$ cat src/arch_defs_pkg.sv
package arch_defs_pkg;

    // ================================================
    // Instruction set
    typedef enum logic [7:0] {
        NOP   = 8'h00,
        HLT   = 8'h01,
        LDI_A = 8'h10,
        LDI_B = 8'h11,
        LDI_C = 8'h12,
        LDA   = 8'h13,
        ADD_B = 8'h20,
        ADD_C = 8'h21,
        ADC_B = 8'h22,
        ADC_C = 8'h23,
        SUB_B = 8'h24,
        SUB_C = 8'h25,
        SBC_B = 8'h26,
        SBC_C = 8'h27,
        INR_A = 8'h28,
        DCR_A = 8'h29,
        ANA_B = 8'h30,
        ANA_C = 8'h31,
        ANI   = 8'h32,
        JMP   = 8'h40,
        JZ    = 8'h41,
        JNZ   = 8'h42,
        JN    = 8'h43
    } opcode_t;

    typedef enum logic [2:0] {
        ALU_UNDEFINED, ALU_ADD, ALU_ADC, ALU_SUB, ALU_SBC, ALU_INR, ALU_DCR, ALU_AND
    } alu_op_t;

    typedef enum logic [1:0] {
        SRC_B, SRC_C, SRC_TEMP1
    } alu_src_t;

    // ================================================
    // Sequencing
    typedef enum logic [2:0] {
        S_RESET, S_INIT, S_LATCH_ADDR, S_READ_BYTE,
        S_LATCH_BYTE, S_CHK_MORE_BYTES, S_EXECUTE, S_HALT
    } fsm_state_t;

    typedef enum logic [2:0] {
        MS0, MS1, MS2, MS3, MS4, MS5, MS6, MS7
    } microstep_t;

    typedef struct packed {
        logic     oe_ram;             // Bus drivers
        logic     oe_alu;
        logic     oe_temp_1;
        logic     oe_temp_2;
        logic     load_a;             // Register loads
        logic     load_b;
        logic     load_c;
        logic     load_ir;
        logic     load_temp_1;
        logic     load_temp_2;
        logic     load_flags;
        logic     load_sets_zn;       // Z/N from bus, carry kept
        logic     load_mar_pc;
        logic     load_mar_addr_low;
        logic     load_mar_addr_high;
        logic     load_pc_low_byte;
        logic     load_pc_high_byte;
        logic     load_origin;        // PC to zero
        logic     pc_enable;
        logic     last_step;
        logic     halt;
        logic     check_zero;         // Jump conditions
        logic     check_not_zero;
        logic     check_carry;
        logic     check_negative;
        alu_op_t  alu_op;
        alu_src_t alu_src;
    } control_word_t;

    localparam int FLAG_ZERO  = 0;
    localparam int FLAG_CARRY = 1;
    localparam int FLAG_NEG   = 2;

    // ================================================
    // Top-level ports
    typedef struct packed {
        logic        en;
        logic [15:0] addr;
        logic [7:0]  data;
    } mem_load_t;

    typedef struct packed {
        logic [7:0]  a;
        logic [7:0]  b;
        logic [7:0]  c;
        logic [2:0]  flags;
        logic [15:0] pc;
    } cpu_state_t;

endpackage

$ cat src/alu.sv
`timescale 1ns/1ns

module alu import arch_defs_pkg::*; (
    input  logic       clk,
    input  logic       reset,
    input  alu_op_t    op,
    input  logic [7:0] operand_a,
    input  logic [7:0] operand_b,
    input  logic       carry_in,
    output logic [7:0] result,
    output logic [2:0] flags_out
);

    logic [8:0] sum;
    logic       carry;

    always_comb begin
        carry = carry_in;
        case (op)
            ALU_ADD: sum = {1'b0, operand_a} + {1'b0, operand_b};
            ALU_ADC: sum = {1'b0, operand_a} + {1'b0, operand_b} + {8'd0, carry_in};
            ALU_SUB: sum = {1'b0, operand_a} - {1'b0, operand_b};
            ALU_SBC: sum = {1'b0, operand_a} - {1'b0, operand_b} - {8'd0, carry_in};
            ALU_INR: sum = {1'b0, operand_a + 8'd1};
            ALU_DCR: sum = {1'b0, operand_a - 8'd1};
            ALU_AND: sum = {1'b0, operand_a & operand_b};
            default: sum = 9'd0;
        endcase
        if (op inside {ALU_ADD, ALU_ADC, ALU_SUB, ALU_SBC, ALU_AND}) begin
            carry = sum[8];                          // Borrow on subtract, 0 on AND
        end
    end

    always_ff @(posedge clk) begin
        if (reset) begin
            result <= 8'd0;
            flags_out <= 3'b000;
        end else if (op != ALU_UNDEFINED) begin
            result <= sum[7:0];
            flags_out[FLAG_ZERO] <= (sum[7:0] == 8'd0);
            flags_out[FLAG_CARRY] <= carry;
            flags_out[FLAG_NEG] <= sum[7];
        end
    end

endmodule

$ cat src/control_unit.sv
`timescale 1ns/1ns

module control_unit import arch_defs_pkg::*; (
    input  logic          clk,
    input  logic          reset,
    input  opcode_t       opcode,
    input  logic [2:0]    flags,
    output control_word_t control_word,
    output logic          halted
);

    fsm_state_t    current_state;
    fsm_state_t    next_state;
    microstep_t    current_microstep;
    microstep_t    next_microstep;
    logic [1:0]    byte_count;
    logic [1:0]    next_byte_count;
    logic [1:0]    num_operand_bytes;
    logic          opcode_known;
    control_word_t rom_word;
    logic          jump_test;
    logic          jump_taken;

    // ================================================
    // Operand count per opcode
    always_comb begin
        opcode_known = 1'b1;
        num_operand_bytes = 2'd0;
        case (opcode)
            NOP, HLT, ADD_B, ADD_C, ADC_B, ADC_C, SUB_B, SUB_C,
            SBC_B, SBC_C, INR_A, DCR_A, ANA_B, ANA_C: num_operand_bytes = 2'd0;
            LDI_A, LDI_B, LDI_C, ANI:                 num_operand_bytes = 2'd1;
            JMP, JZ, JNZ, JN, LDA:                    num_operand_bytes = 2'd2;
            default:                                  opcode_known = 1'b0;
        endcase
    end

    // ================================================
    // Microcode ROM, eight steps per opcode
    function automatic control_word_t ucode(opcode_t op, microstep_t ms);
        control_word_t cw;
        cw = '0;
        case (op)
            NOP: cw.last_step = 1'b1;
            HLT: cw.halt = 1'b1;
            LDI_A, LDI_B, LDI_C: begin
                cw.oe_temp_1 = 1'b1;
                cw.load_a = (op == LDI_A);
                cw.load_b = (op == LDI_B);
                cw.load_c = (op == LDI_C);
                cw.load_flags = 1'b1;
                cw.load_sets_zn = 1'b1;
                cw.last_step = 1'b1;
            end
            LDA: begin
                case (ms)
                    MS0: cw.oe_temp_1 = 1'b1;
                    MS1: begin
                        cw.oe_temp_1 = 1'b1;
                        cw.load_mar_addr_low = 1'b1;
                    end
                    MS2: cw.oe_temp_2 = 1'b1;
                    MS3: begin
                        cw.oe_temp_2 = 1'b1;
                        cw.load_mar_addr_high = 1'b1;
                    end
                    MS4: cw.oe_ram = 1'b1;           // RAM read in flight
                    default: begin
                        cw.oe_ram = 1'b1;
                        cw.load_a = 1'b1;
                        cw.load_flags = 1'b1;
                        cw.load_sets_zn = 1'b1;
                        cw.last_step = 1'b1;
                    end
                endcase
            end
            JMP, JZ, JNZ, JN: begin
                // Condition is tested on both steps
                cw.check_zero = (op == JZ);
                cw.check_not_zero = (op == JNZ);
                cw.check_negative = (op == JN);
                if (ms == MS0) begin
                    cw.oe_temp_1 = 1'b1;
                    cw.load_pc_low_byte = 1'b1;
                end else begin
                    cw.oe_temp_2 = 1'b1;
                    cw.load_pc_high_byte = 1'b1;
                    cw.last_step = 1'b1;
                end
            end
            ADD_B, ADD_C, ADC_B, ADC_C, SUB_B, SUB_C, SBC_B, SBC_C,
            INR_A, DCR_A, ANA_B, ANA_C, ANI: begin
                if (ms == MS0) begin
                    case (op)
                        ADD_B, ADD_C: cw.alu_op = ALU_ADD;
                        ADC_B, ADC_C: cw.alu_op = ALU_ADC;
                        SUB_B, SUB_C: cw.alu_op = ALU_SUB;
                        SBC_B, SBC_C: cw.alu_op = ALU_SBC;
                        INR_A:        cw.alu_op = ALU_INR;
                        DCR_A:        cw.alu_op = ALU_DCR;
                        default:      cw.alu_op = ALU_AND;
                    endcase
                    case (op)
                        ADD_C, ADC_C, SUB_C, SBC_C, ANA_C: cw.alu_src = SRC_C;
                        ANI:                               cw.alu_src = SRC_TEMP1;
                        default:                           cw.alu_src = SRC_B;
                    endcase
                end else begin
                    cw.oe_alu = 1'b1;                // Write back ALU result
                    cw.load_a = 1'b1;
                    cw.load_flags = 1'b1;
                    cw.last_step = 1'b1;
                end
            end
            default: cw = '0;
        endcase
        return cw;
    endfunction

    assign rom_word = ucode(opcode, current_microstep);

    assign jump_test = rom_word.check_zero || rom_word.check_not_zero ||
                       rom_word.check_carry || rom_word.check_negative;
    assign jump_taken = (rom_word.check_zero && flags[FLAG_ZERO]) ||
                        (rom_word.check_not_zero && !flags[FLAG_ZERO]) ||
                        (rom_word.check_carry && flags[FLAG_CARRY]) ||
                        (rom_word.check_negative && flags[FLAG_NEG]);

    assign halted = (current_state == S_HALT);

    // ================================================
    // State registers
    always_ff @(posedge clk) begin
        if (reset) begin
            current_state <= S_RESET;
            current_microstep <= MS0;
            byte_count <= 2'd0;
        end else begin
            current_state <= next_state;
            current_microstep <= next_microstep;
            byte_count <= next_byte_count;
        end
    end

    // ================================================
    // Fetch and execute sequencing
    always_comb begin
        next_state = current_state;
        next_microstep = current_microstep;
        next_byte_count = byte_count;
        control_word = '0;
        case (current_state)
            S_RESET: next_state = S_INIT;
            S_INIT: begin
                control_word.load_origin = 1'b1;
                next_state = S_LATCH_ADDR;
            end
            S_LATCH_ADDR: begin
                control_word.load_mar_pc = 1'b1;
                next_state = S_READ_BYTE;
            end
            S_READ_BYTE: next_state = S_LATCH_BYTE;  // RAM latency
            S_LATCH_BYTE: begin
                control_word.oe_ram = 1'b1;
                control_word.pc_enable = 1'b1;
                case (byte_count)
                    2'd0:    control_word.load_ir = 1'b1;
                    2'd1:    control_word.load_temp_1 = 1'b1;
                    default: control_word.load_temp_2 = 1'b1;
                endcase
                next_byte_count = byte_count + 2'd1;
                next_state = S_CHK_MORE_BYTES;
            end
            S_CHK_MORE_BYTES: begin
                if (!opcode_known) begin
                    next_state = S_HALT;
                end else if (byte_count > num_operand_bytes) begin
                    next_state = S_EXECUTE;
                    next_byte_count = 2'd0;
                end else begin
                    next_state = S_LATCH_ADDR;
                end
            end
            S_EXECUTE: begin
                control_word = rom_word;
                if (rom_word.halt) begin
                    next_state = S_HALT;
                    next_microstep = MS0;
                end else if (jump_test && !jump_taken) begin
                    control_word.load_pc_low_byte = 1'b0;   // Not taken
                    control_word.load_pc_high_byte = 1'b0;
                    next_state = S_LATCH_ADDR;
                    next_microstep = MS0;
                end else if (rom_word.last_step) begin
                    next_state = S_LATCH_ADDR;
                    next_microstep = MS0;
                end else begin
                    next_microstep = microstep_t'(current_microstep + 3'd1);
                end
            end
            default: next_state = S_HALT;            // Halt holds here
        endcase
    end

endmodule

$ cat src/datapath.sv
`timescale 1ns/1ns

module datapath import arch_defs_pkg::*; (
    input  logic          clk,
    input  logic          reset,
    input  control_word_t control_word,
    input  logic [7:0]    ram_rdata,
    input  logic [7:0]    alu_result,
    input  logic [2:0]    alu_flags,
    output logic [15:0]   mem_addr,
    output logic [7:0]    alu_operand_a,
    output logic [7:0]    alu_operand_b,
    output opcode_t       opcode,
    output logic [2:0]    flags,
    output cpu_state_t    state
);

    logic [7:0]  bus;
    logic [7:0]  reg_a;
    logic [7:0]  reg_b;
    logic [7:0]  reg_c;
    logic [7:0]  temp_1;
    logic [7:0]  temp_2;
    logic [15:0] pc;
    logic [15:0] mar;

    // ================================================
    // Internal bus, one driver per cycle
    always_comb begin
        if (control_word.oe_alu)         bus = alu_result;
        else if (control_word.oe_ram)    bus = ram_rdata;
        else if (control_word.oe_temp_1) bus = temp_1;
        else if (control_word.oe_temp_2) bus = temp_2;
        else                             bus = 8'd0;
    end

    always_comb begin
        case (control_word.alu_src)
            SRC_C:     alu_operand_b = reg_c;
            SRC_TEMP1: alu_operand_b = temp_1;
            default:   alu_operand_b = reg_b;
        endcase
    end

    // ================================================
    // Architectural registers
    always_ff @(posedge clk) begin
        if (reset) begin
            reg_a <= 8'd0;
            reg_b <= 8'd0;
            reg_c <= 8'd0;
            flags <= 3'b000;
            opcode <= NOP;
            pc <= 16'd0;
            mar <= 16'd0;
        end else begin
            if (control_word.load_a) reg_a <= bus;
            if (control_word.load_b) reg_b <= bus;
            if (control_word.load_c) reg_c <= bus;
            if (control_word.load_ir) opcode <= opcode_t'(bus);
            if (control_word.load_flags) begin
                if (control_word.load_sets_zn) begin
                    flags[FLAG_ZERO] <= (bus == 8'd0);   // Carry untouched
                    flags[FLAG_NEG] <= bus[7];
                end else begin
                    flags <= alu_flags;
                end
            end
            if (control_word.load_origin) pc <= 16'd0;
            else if (control_word.load_pc_low_byte) pc[7:0] <= bus;
            else if (control_word.load_pc_high_byte) pc[15:8] <= bus;
            else if (control_word.pc_enable) pc <= pc + 16'd1;
            if (control_word.load_mar_pc) mar <= pc;
            if (control_word.load_mar_addr_low) mar[7:0] <= bus;
            if (control_word.load_mar_addr_high) mar[15:8] <= bus;
        end
    end

    // Operand temporaries
    always_ff @(posedge clk) begin
        if (control_word.load_temp_1) temp_1 <= bus;
        if (control_word.load_temp_2) temp_2 <= bus;
    end

    assign mem_addr = mar;
    assign alu_operand_a = reg_a;
    assign state = '{a: reg_a, b: reg_b, c: reg_c, flags: flags, pc: pc};

endmodule

$ cat src/ram.sv
`timescale 1ns/1ns

module ram import arch_defs_pkg::*; #(
    parameter int MEM_DEPTH = 256
) (
    input  logic        clk,
    input  logic [15:0] addr,
    output logic [7:0]  rdata,
    input  mem_load_t   load
);

    localparam int AW = (MEM_DEPTH > 1) ? $clog2(MEM_DEPTH) : 1;

    logic [7:0] mem [MEM_DEPTH];

    // Preload wins over the read
    always_ff @(posedge clk) begin
        if (load.en) begin
            mem[load.addr[AW-1:0]] <= load.data;
        end else begin
            rdata <= mem[addr[AW-1:0]];             // Upper bits alias
        end
    end

endmodule

$ cat src/cpu_top.sv
`timescale 1ns/1ns

module cpu_top import arch_defs_pkg::*; #(
    parameter int MEM_DEPTH = 256
) (
    input  logic       clk,
    input  logic       reset,
    input  mem_load_t  load,
    output logic       halted,
    output cpu_state_t cpu_state
);

    control_word_t control_word;
    opcode_t       opcode;
    logic [2:0]    flags;
    logic [15:0]   mem_addr;
    logic [7:0]    ram_rdata;
    logic [7:0]    alu_result;
    logic [2:0]    alu_flags;
    logic [7:0]    alu_operand_a;
    logic [7:0]    alu_operand_b;

    control_unit i_control_unit (
        .clk          (clk),
        .reset        (reset),
        .opcode       (opcode),
        .flags        (flags),
        .control_word (control_word),
        .halted       (halted)
    );

    datapath i_datapath (
        .clk           (clk),
        .reset         (reset),
        .control_word  (control_word),
        .ram_rdata     (ram_rdata),
        .alu_result    (alu_result),
        .alu_flags     (alu_flags),
        .mem_addr      (mem_addr),
        .alu_operand_a (alu_operand_a),
        .alu_operand_b (alu_operand_b),
        .opcode        (opcode),
        .flags         (flags),
        .state         (cpu_state)
    );

    alu i_alu (
        .clk       (clk),
        .reset     (reset),
        .op        (control_word.alu_op),
        .operand_a (alu_operand_a),
        .operand_b (alu_operand_b),
        .carry_in  (flags[FLAG_CARRY]),
        .result    (alu_result),
        .flags_out (alu_flags)
    );

    ram #(
        .MEM_DEPTH (MEM_DEPTH)
    ) i_ram (
        .clk   (clk),
        .addr  (mem_addr),
        .rdata (ram_rdata),
        .load  (load)
    );

endmodule

$ cat config.mk
export PLATFORM = sky130hd
export DESIGN_NAME = cpu_top
export DESIGN_NICKNAME = d
export VERILOG_FILES = /design/src/arch_defs_pkg.sv /design/src/alu.sv /design/src/control_unit.sv /design/src/datapath.sv /design/src/ram.sv /design/src/cpu_top.sv
export SDC_FILE = /design/constraint.sdc
export NUM_CORES = 2
export LEC_CHECK = 0
export ABC_AREA = 1
export CORE_MARGIN = 8
export CORE_UTILIZATION = 38
export DETAILED_ROUTE_END_ITERATION = 12
export DONT_BUFFER_PORTS = 1
export PLACE_DENSITY_LB_ADDON = 0.1
export SLEW_MARGIN = 5
export SYNTH_ARGS = -nofsm -noshare
export SYNTH_HDL_FRONTEND = slang
export SYNTH_SLANG_ARGS = --single-unit
$ cat constraint.sdc
create_clock -name clk -period 5.2 [get_ports clk]
set_input_delay 0.26 -clock clk [delete_from_list [all_inputs] [get_ports clk]]
set_output_delay 0.26 -clock clk [all_outputs]
set_load 0.05 [all_outputs]
==> metrics.md <==
| Metric | Value |
|---|---|
| # clock sinks | roughly 2100 |
| Max-Cap Viols | 0 |
| # fillers | about 22000 |
| Pwr Density | approximately 360 nW/µm² |
| TritonCTS clock tree | yes |
| Static leakage | 32.7 nW |
| Max incr delay on CP | around 460 ps |
| Minimum clock period | between 4000 and 5000 ps |
| Initial Util | approximately two fifths |
| Slowest cell on the critical path | fa_1 |
| Hold Fails Final Rpt | 0 |
| Latest clock arrival within the worst-skew pair | approximately 860 ps |
| Vias in the first global route | approximately 56000 |
| Syn_nets | between 7000 and 8000 |
| Worst rel slew slack | 3.25% |
| GRT Residual Overflow | 0 |
| Mean routed wirelength per cell | around 26 µm |
| Post-Syn Area | a little under 90000 µm² |
| Largest net degree at the start of global routing | 257 |
| CP Launch Type | flop |
| Drc violations | 0 |
| Min-delay src | load[2] |
| Worst setup EP type | flop |
| RR Endpoint | i_alu.flags_out[0] |
| Critical path buffer and inverter count | 7 |
| CP Depth | 32 |
| Sequential cell area fraction in the yosys report | approximately 70% |
| Worst path required time | around 6000 ps |
| #FFs+latches synth | 2149 |
| Fin Setup TNS | 0 ps |
| Port bufs | 0 |
| RR Startpoint | i_datapath.opcode[7] |
| Max rail drop VDD | ~0.00027 V |
| Final net count | ~7300 |
| Synth area leader | edfxtp_1 |
| Simple-Gate Fraction of Synth Area | approximately a tenth |
| Post-layout utilization of the core | a little over two fifths |
| Period utilization | 90.1% |
| Core ar. | between 200000 and 250000 µm² |
| Hold depth | 1 |
| Synth cell types | 60 |
| Yosys warning count | 0 |
| Root Buffer | clkbuf_16 |
| Synth Area in Compound Gates | between 10% and 20% |
| Total routed wirelength | approximately 280 mm |
| Power Total | approximately 0.035 W |
| Fmax | between 200 and 250 MHz |
| Final setup fails | 0 |
| Global placement routability congestion | 0.851 |
| Initial antenna violation count | 9 |
| First-pass GRT wire length | between 400 and 500 mm |
| Vias per cell | ~5.6 |
| Delay-heaviest family, CP | simple AND/OR/NAND/NOR gates |
| Hold worst-path end | i_ram.mem[255][2] |
| WHS | between 90 and 100 ps |
| Met1 WL | roughly 120 mm |
| # IOs | 71 |
| DRT Pass-1 Iters | 6 |
| Max Root-Sink Buffers | 3 |
| Critical path peak fanout | 9 |
| Synth-to-layout area growth | 12.1% |
| Die width | 499 µm |
| Worst hold path class | primary input to flop |
| Async set-reset flop share out of synthesis | 0% |
| Met2 WL | between 100 and 150 mm |
| Count of flip-flops with a built-in enable after synthesis | roughly 2100 |
| Via total after detailed routing | ~59000 |
| Syn_area_per_cell | ~12 µm² |
| Setup CP Type | flop to flop |
| Met3 wire length | 17.3 mm |
| Cts bufs inserted | 227 |
| Slew Limit Fails | 0 |
| ANT nets after route | 0 |
| Status | finished, final reports clean |
| Share of cells above drive strength 1 | between 6 and 7% |
| CTS H-tree lvls | 4 |
| Max Clock Skew | approximately 52 ps |
| Worst reg2reg setup slack | between 500 and 600 ps |
| Die Area | 249000 µm² |
| Post-synthesis xor/xnor area fraction | 0.208% |
| # rows | 177 |
| Worst-path clk slew | approximately 60 ps |
| Die height | between 400 and 500 µm |
| Worst r2r path cells | 32 |
| Cells after Synth | between 7000 and 8000 |
| Post-synthesis adder-cell area fraction | less than 1% |
| Largest family of logic cells by synthesized area | compound AO/OA/AOI/OAI gates |
| Initial drt markers | slightly above 6000 |
| Worst Tran Pin Value | approximately 1500 ps |
| GRT Util Overall | between 20% and 30% |
| Top cells by area, synth | edfxtp_1 (70%), o21ai_0 (7.5%), nor2_1 (6.8%), o22ai_1 (4.4%), nand2_1 (1.9%) |
| Ys flop type | edfxtp_1 |
| Yosys top cell area share | a little over two thirds |
| Uppermost layer routed | met4 |
| Critical Path AT | roughly 5400 ps |
| DPL Wire Length | 152 mm |
| Mux cell area share after synthesis | less than 1% |
## report_power, final
group	total, W	internal (W)	switching (W)
sequential	0.0190	0.0190	0.0000307
clock	0.0156	0.00886	0.00678
combinational	0.000689	0.000110	0.000578
## per-stage QoR
step	instance area, µm²	worst slack, ps	cells
after global routing	99100	-10.3	10501
after floorplan	88500	655	7404
after detailed placement	91500	113	10058
after CTS	98900	40.3	10486
after global placement	91500	69.7	10058
final	99100	516	10507
## cell usage after synthesis (6+ instances only)
master and instances:
dfxtp_1 77, o21ai_0 1332, edfxtp_1 2072, a21oi_1 91, xor2_1 12, nand2_2 11
nand3_1 209, a221o_1 8, nand2_1 441, nor2_2 7, buf_2 100, nor2_1 1603
clkbuf_1 376, a211oi_1 8, o221ai_1 7, nor3_1 13, nand4_1 26, inv_2 7
buf_1 15, ha_1 43, or2_2 6, inv_1 217, a31oi_1 8, xnor2_1 9
buf_4 14, o22ai_1 622
## state kept, by name, summed over array words and instances (netlist names)
register / count
i_alu.flags_out: 3
i_alu.result: 7
i_control_unit.byte_count: 2
i_control_unit.current_microstep: 3
i_control_unit.current_state: 3
i_datapath.alu_operand_a: 8
i_datapath.flags: 3
i_datapath.mem_addr: 8
i_datapath.opcode: 8
i_datapath.pc: 16
i_datapath.reg_b: 8
i_datapath.reg_c: 8
i_datapath.temp_1: 8
i_datapath.temp_2: 8
i_ram.mem: 2048
i_ram.rdata: 8
## kinds of logic (layout without fill, tap and decap cells)
kind of cell / count (synthesis) / count (layout)
and+or+nand+nor: 2348 / 2349
buffers and inverters: 734 / 786
AOI/OAI and AO/OA: 2105 / 2105
other: 0 / 7
xor gates and xnor gates: 21 / 21
muxes: 1 / 1
adders and majority gates: 46 / 46
DFF: 2149 / 2149
## cells in the final DEF, fill, tap and decap left out, drive strengths merged, types with 9 or more instances in the layout
cell and instances:
edfxtp 2072, nor2 1616, o21ai 1339, o22ai 622, nand2 457, clkbuf 295, inv 229, nand3 214
buf 135, clkinv 101, a21oi 93, dfxtp 77, ha 43, nand4 28, nor3 15, bufinv 13
xor2 12, xnor2 9
## routing by layer
metal	GRT usage, %	vias to the layer above
met5	0	-
met4	5.79	0
met3	3.42	356
met2	33.7	1961
met1	30.6	29620
li1	-	26790
## timing repair
action,CTS,global route
hold endpoints to repair,2131,335
buffers inserted,0,3
hold buffers,12,5
setup endpoints to repair,0,7
resized for setup,0,12
## final cells by class
type | count | area (µm²) | area share (%)
Timing Repair Buffer | 143 | 1770 | 1.78
Multi-Input combinational cell | 4522 | 21800 | 22.0
Clock buffer | 295 | 6120 | 6.17
Clock inverter | 121 | 941 | 0.949
Tap cell | 3043 | 3810 | 3.84
Inverter | 227 | 882 | 0.890
Antenna cell | 7 | 17.5 | 0.0177
Sequential cell | 2149 | 63800 | 64.3
## how the worst max path moves through the flow
stage                              start                  to  slack [ps]
floorplan           i_datapath.opcode[6]  i_alu.flags_out[0]         660
global placement    i_datapath.opcode[5]  i_alu.flags_out[0]          70
detailed placement  i_datapath.opcode[5]  i_alu.flags_out[0]         110
CTS                 i_datapath.opcode[5]  i_alu.flags_out[0]          40
global route        i_datapath.opcode[7]  i_alu.flags_out[0]         -10
finish              i_datapath.opcode[7]  i_alu.flags_out[0]         520
## worst reg2reg max path, delay by kind of cell, from the launching register on
family | cells | cell delay [ps]
buffers and inverters | 7 | 810
DFF | 1 | 300
adders and majority gates | 3 | 920
and+or+nand+nor | 18 | 1800
xor gates and xnor gates | 1 | 370
AOI/OAI and AO/OA | 3 | 400
(Power assumes the default switching activity.)
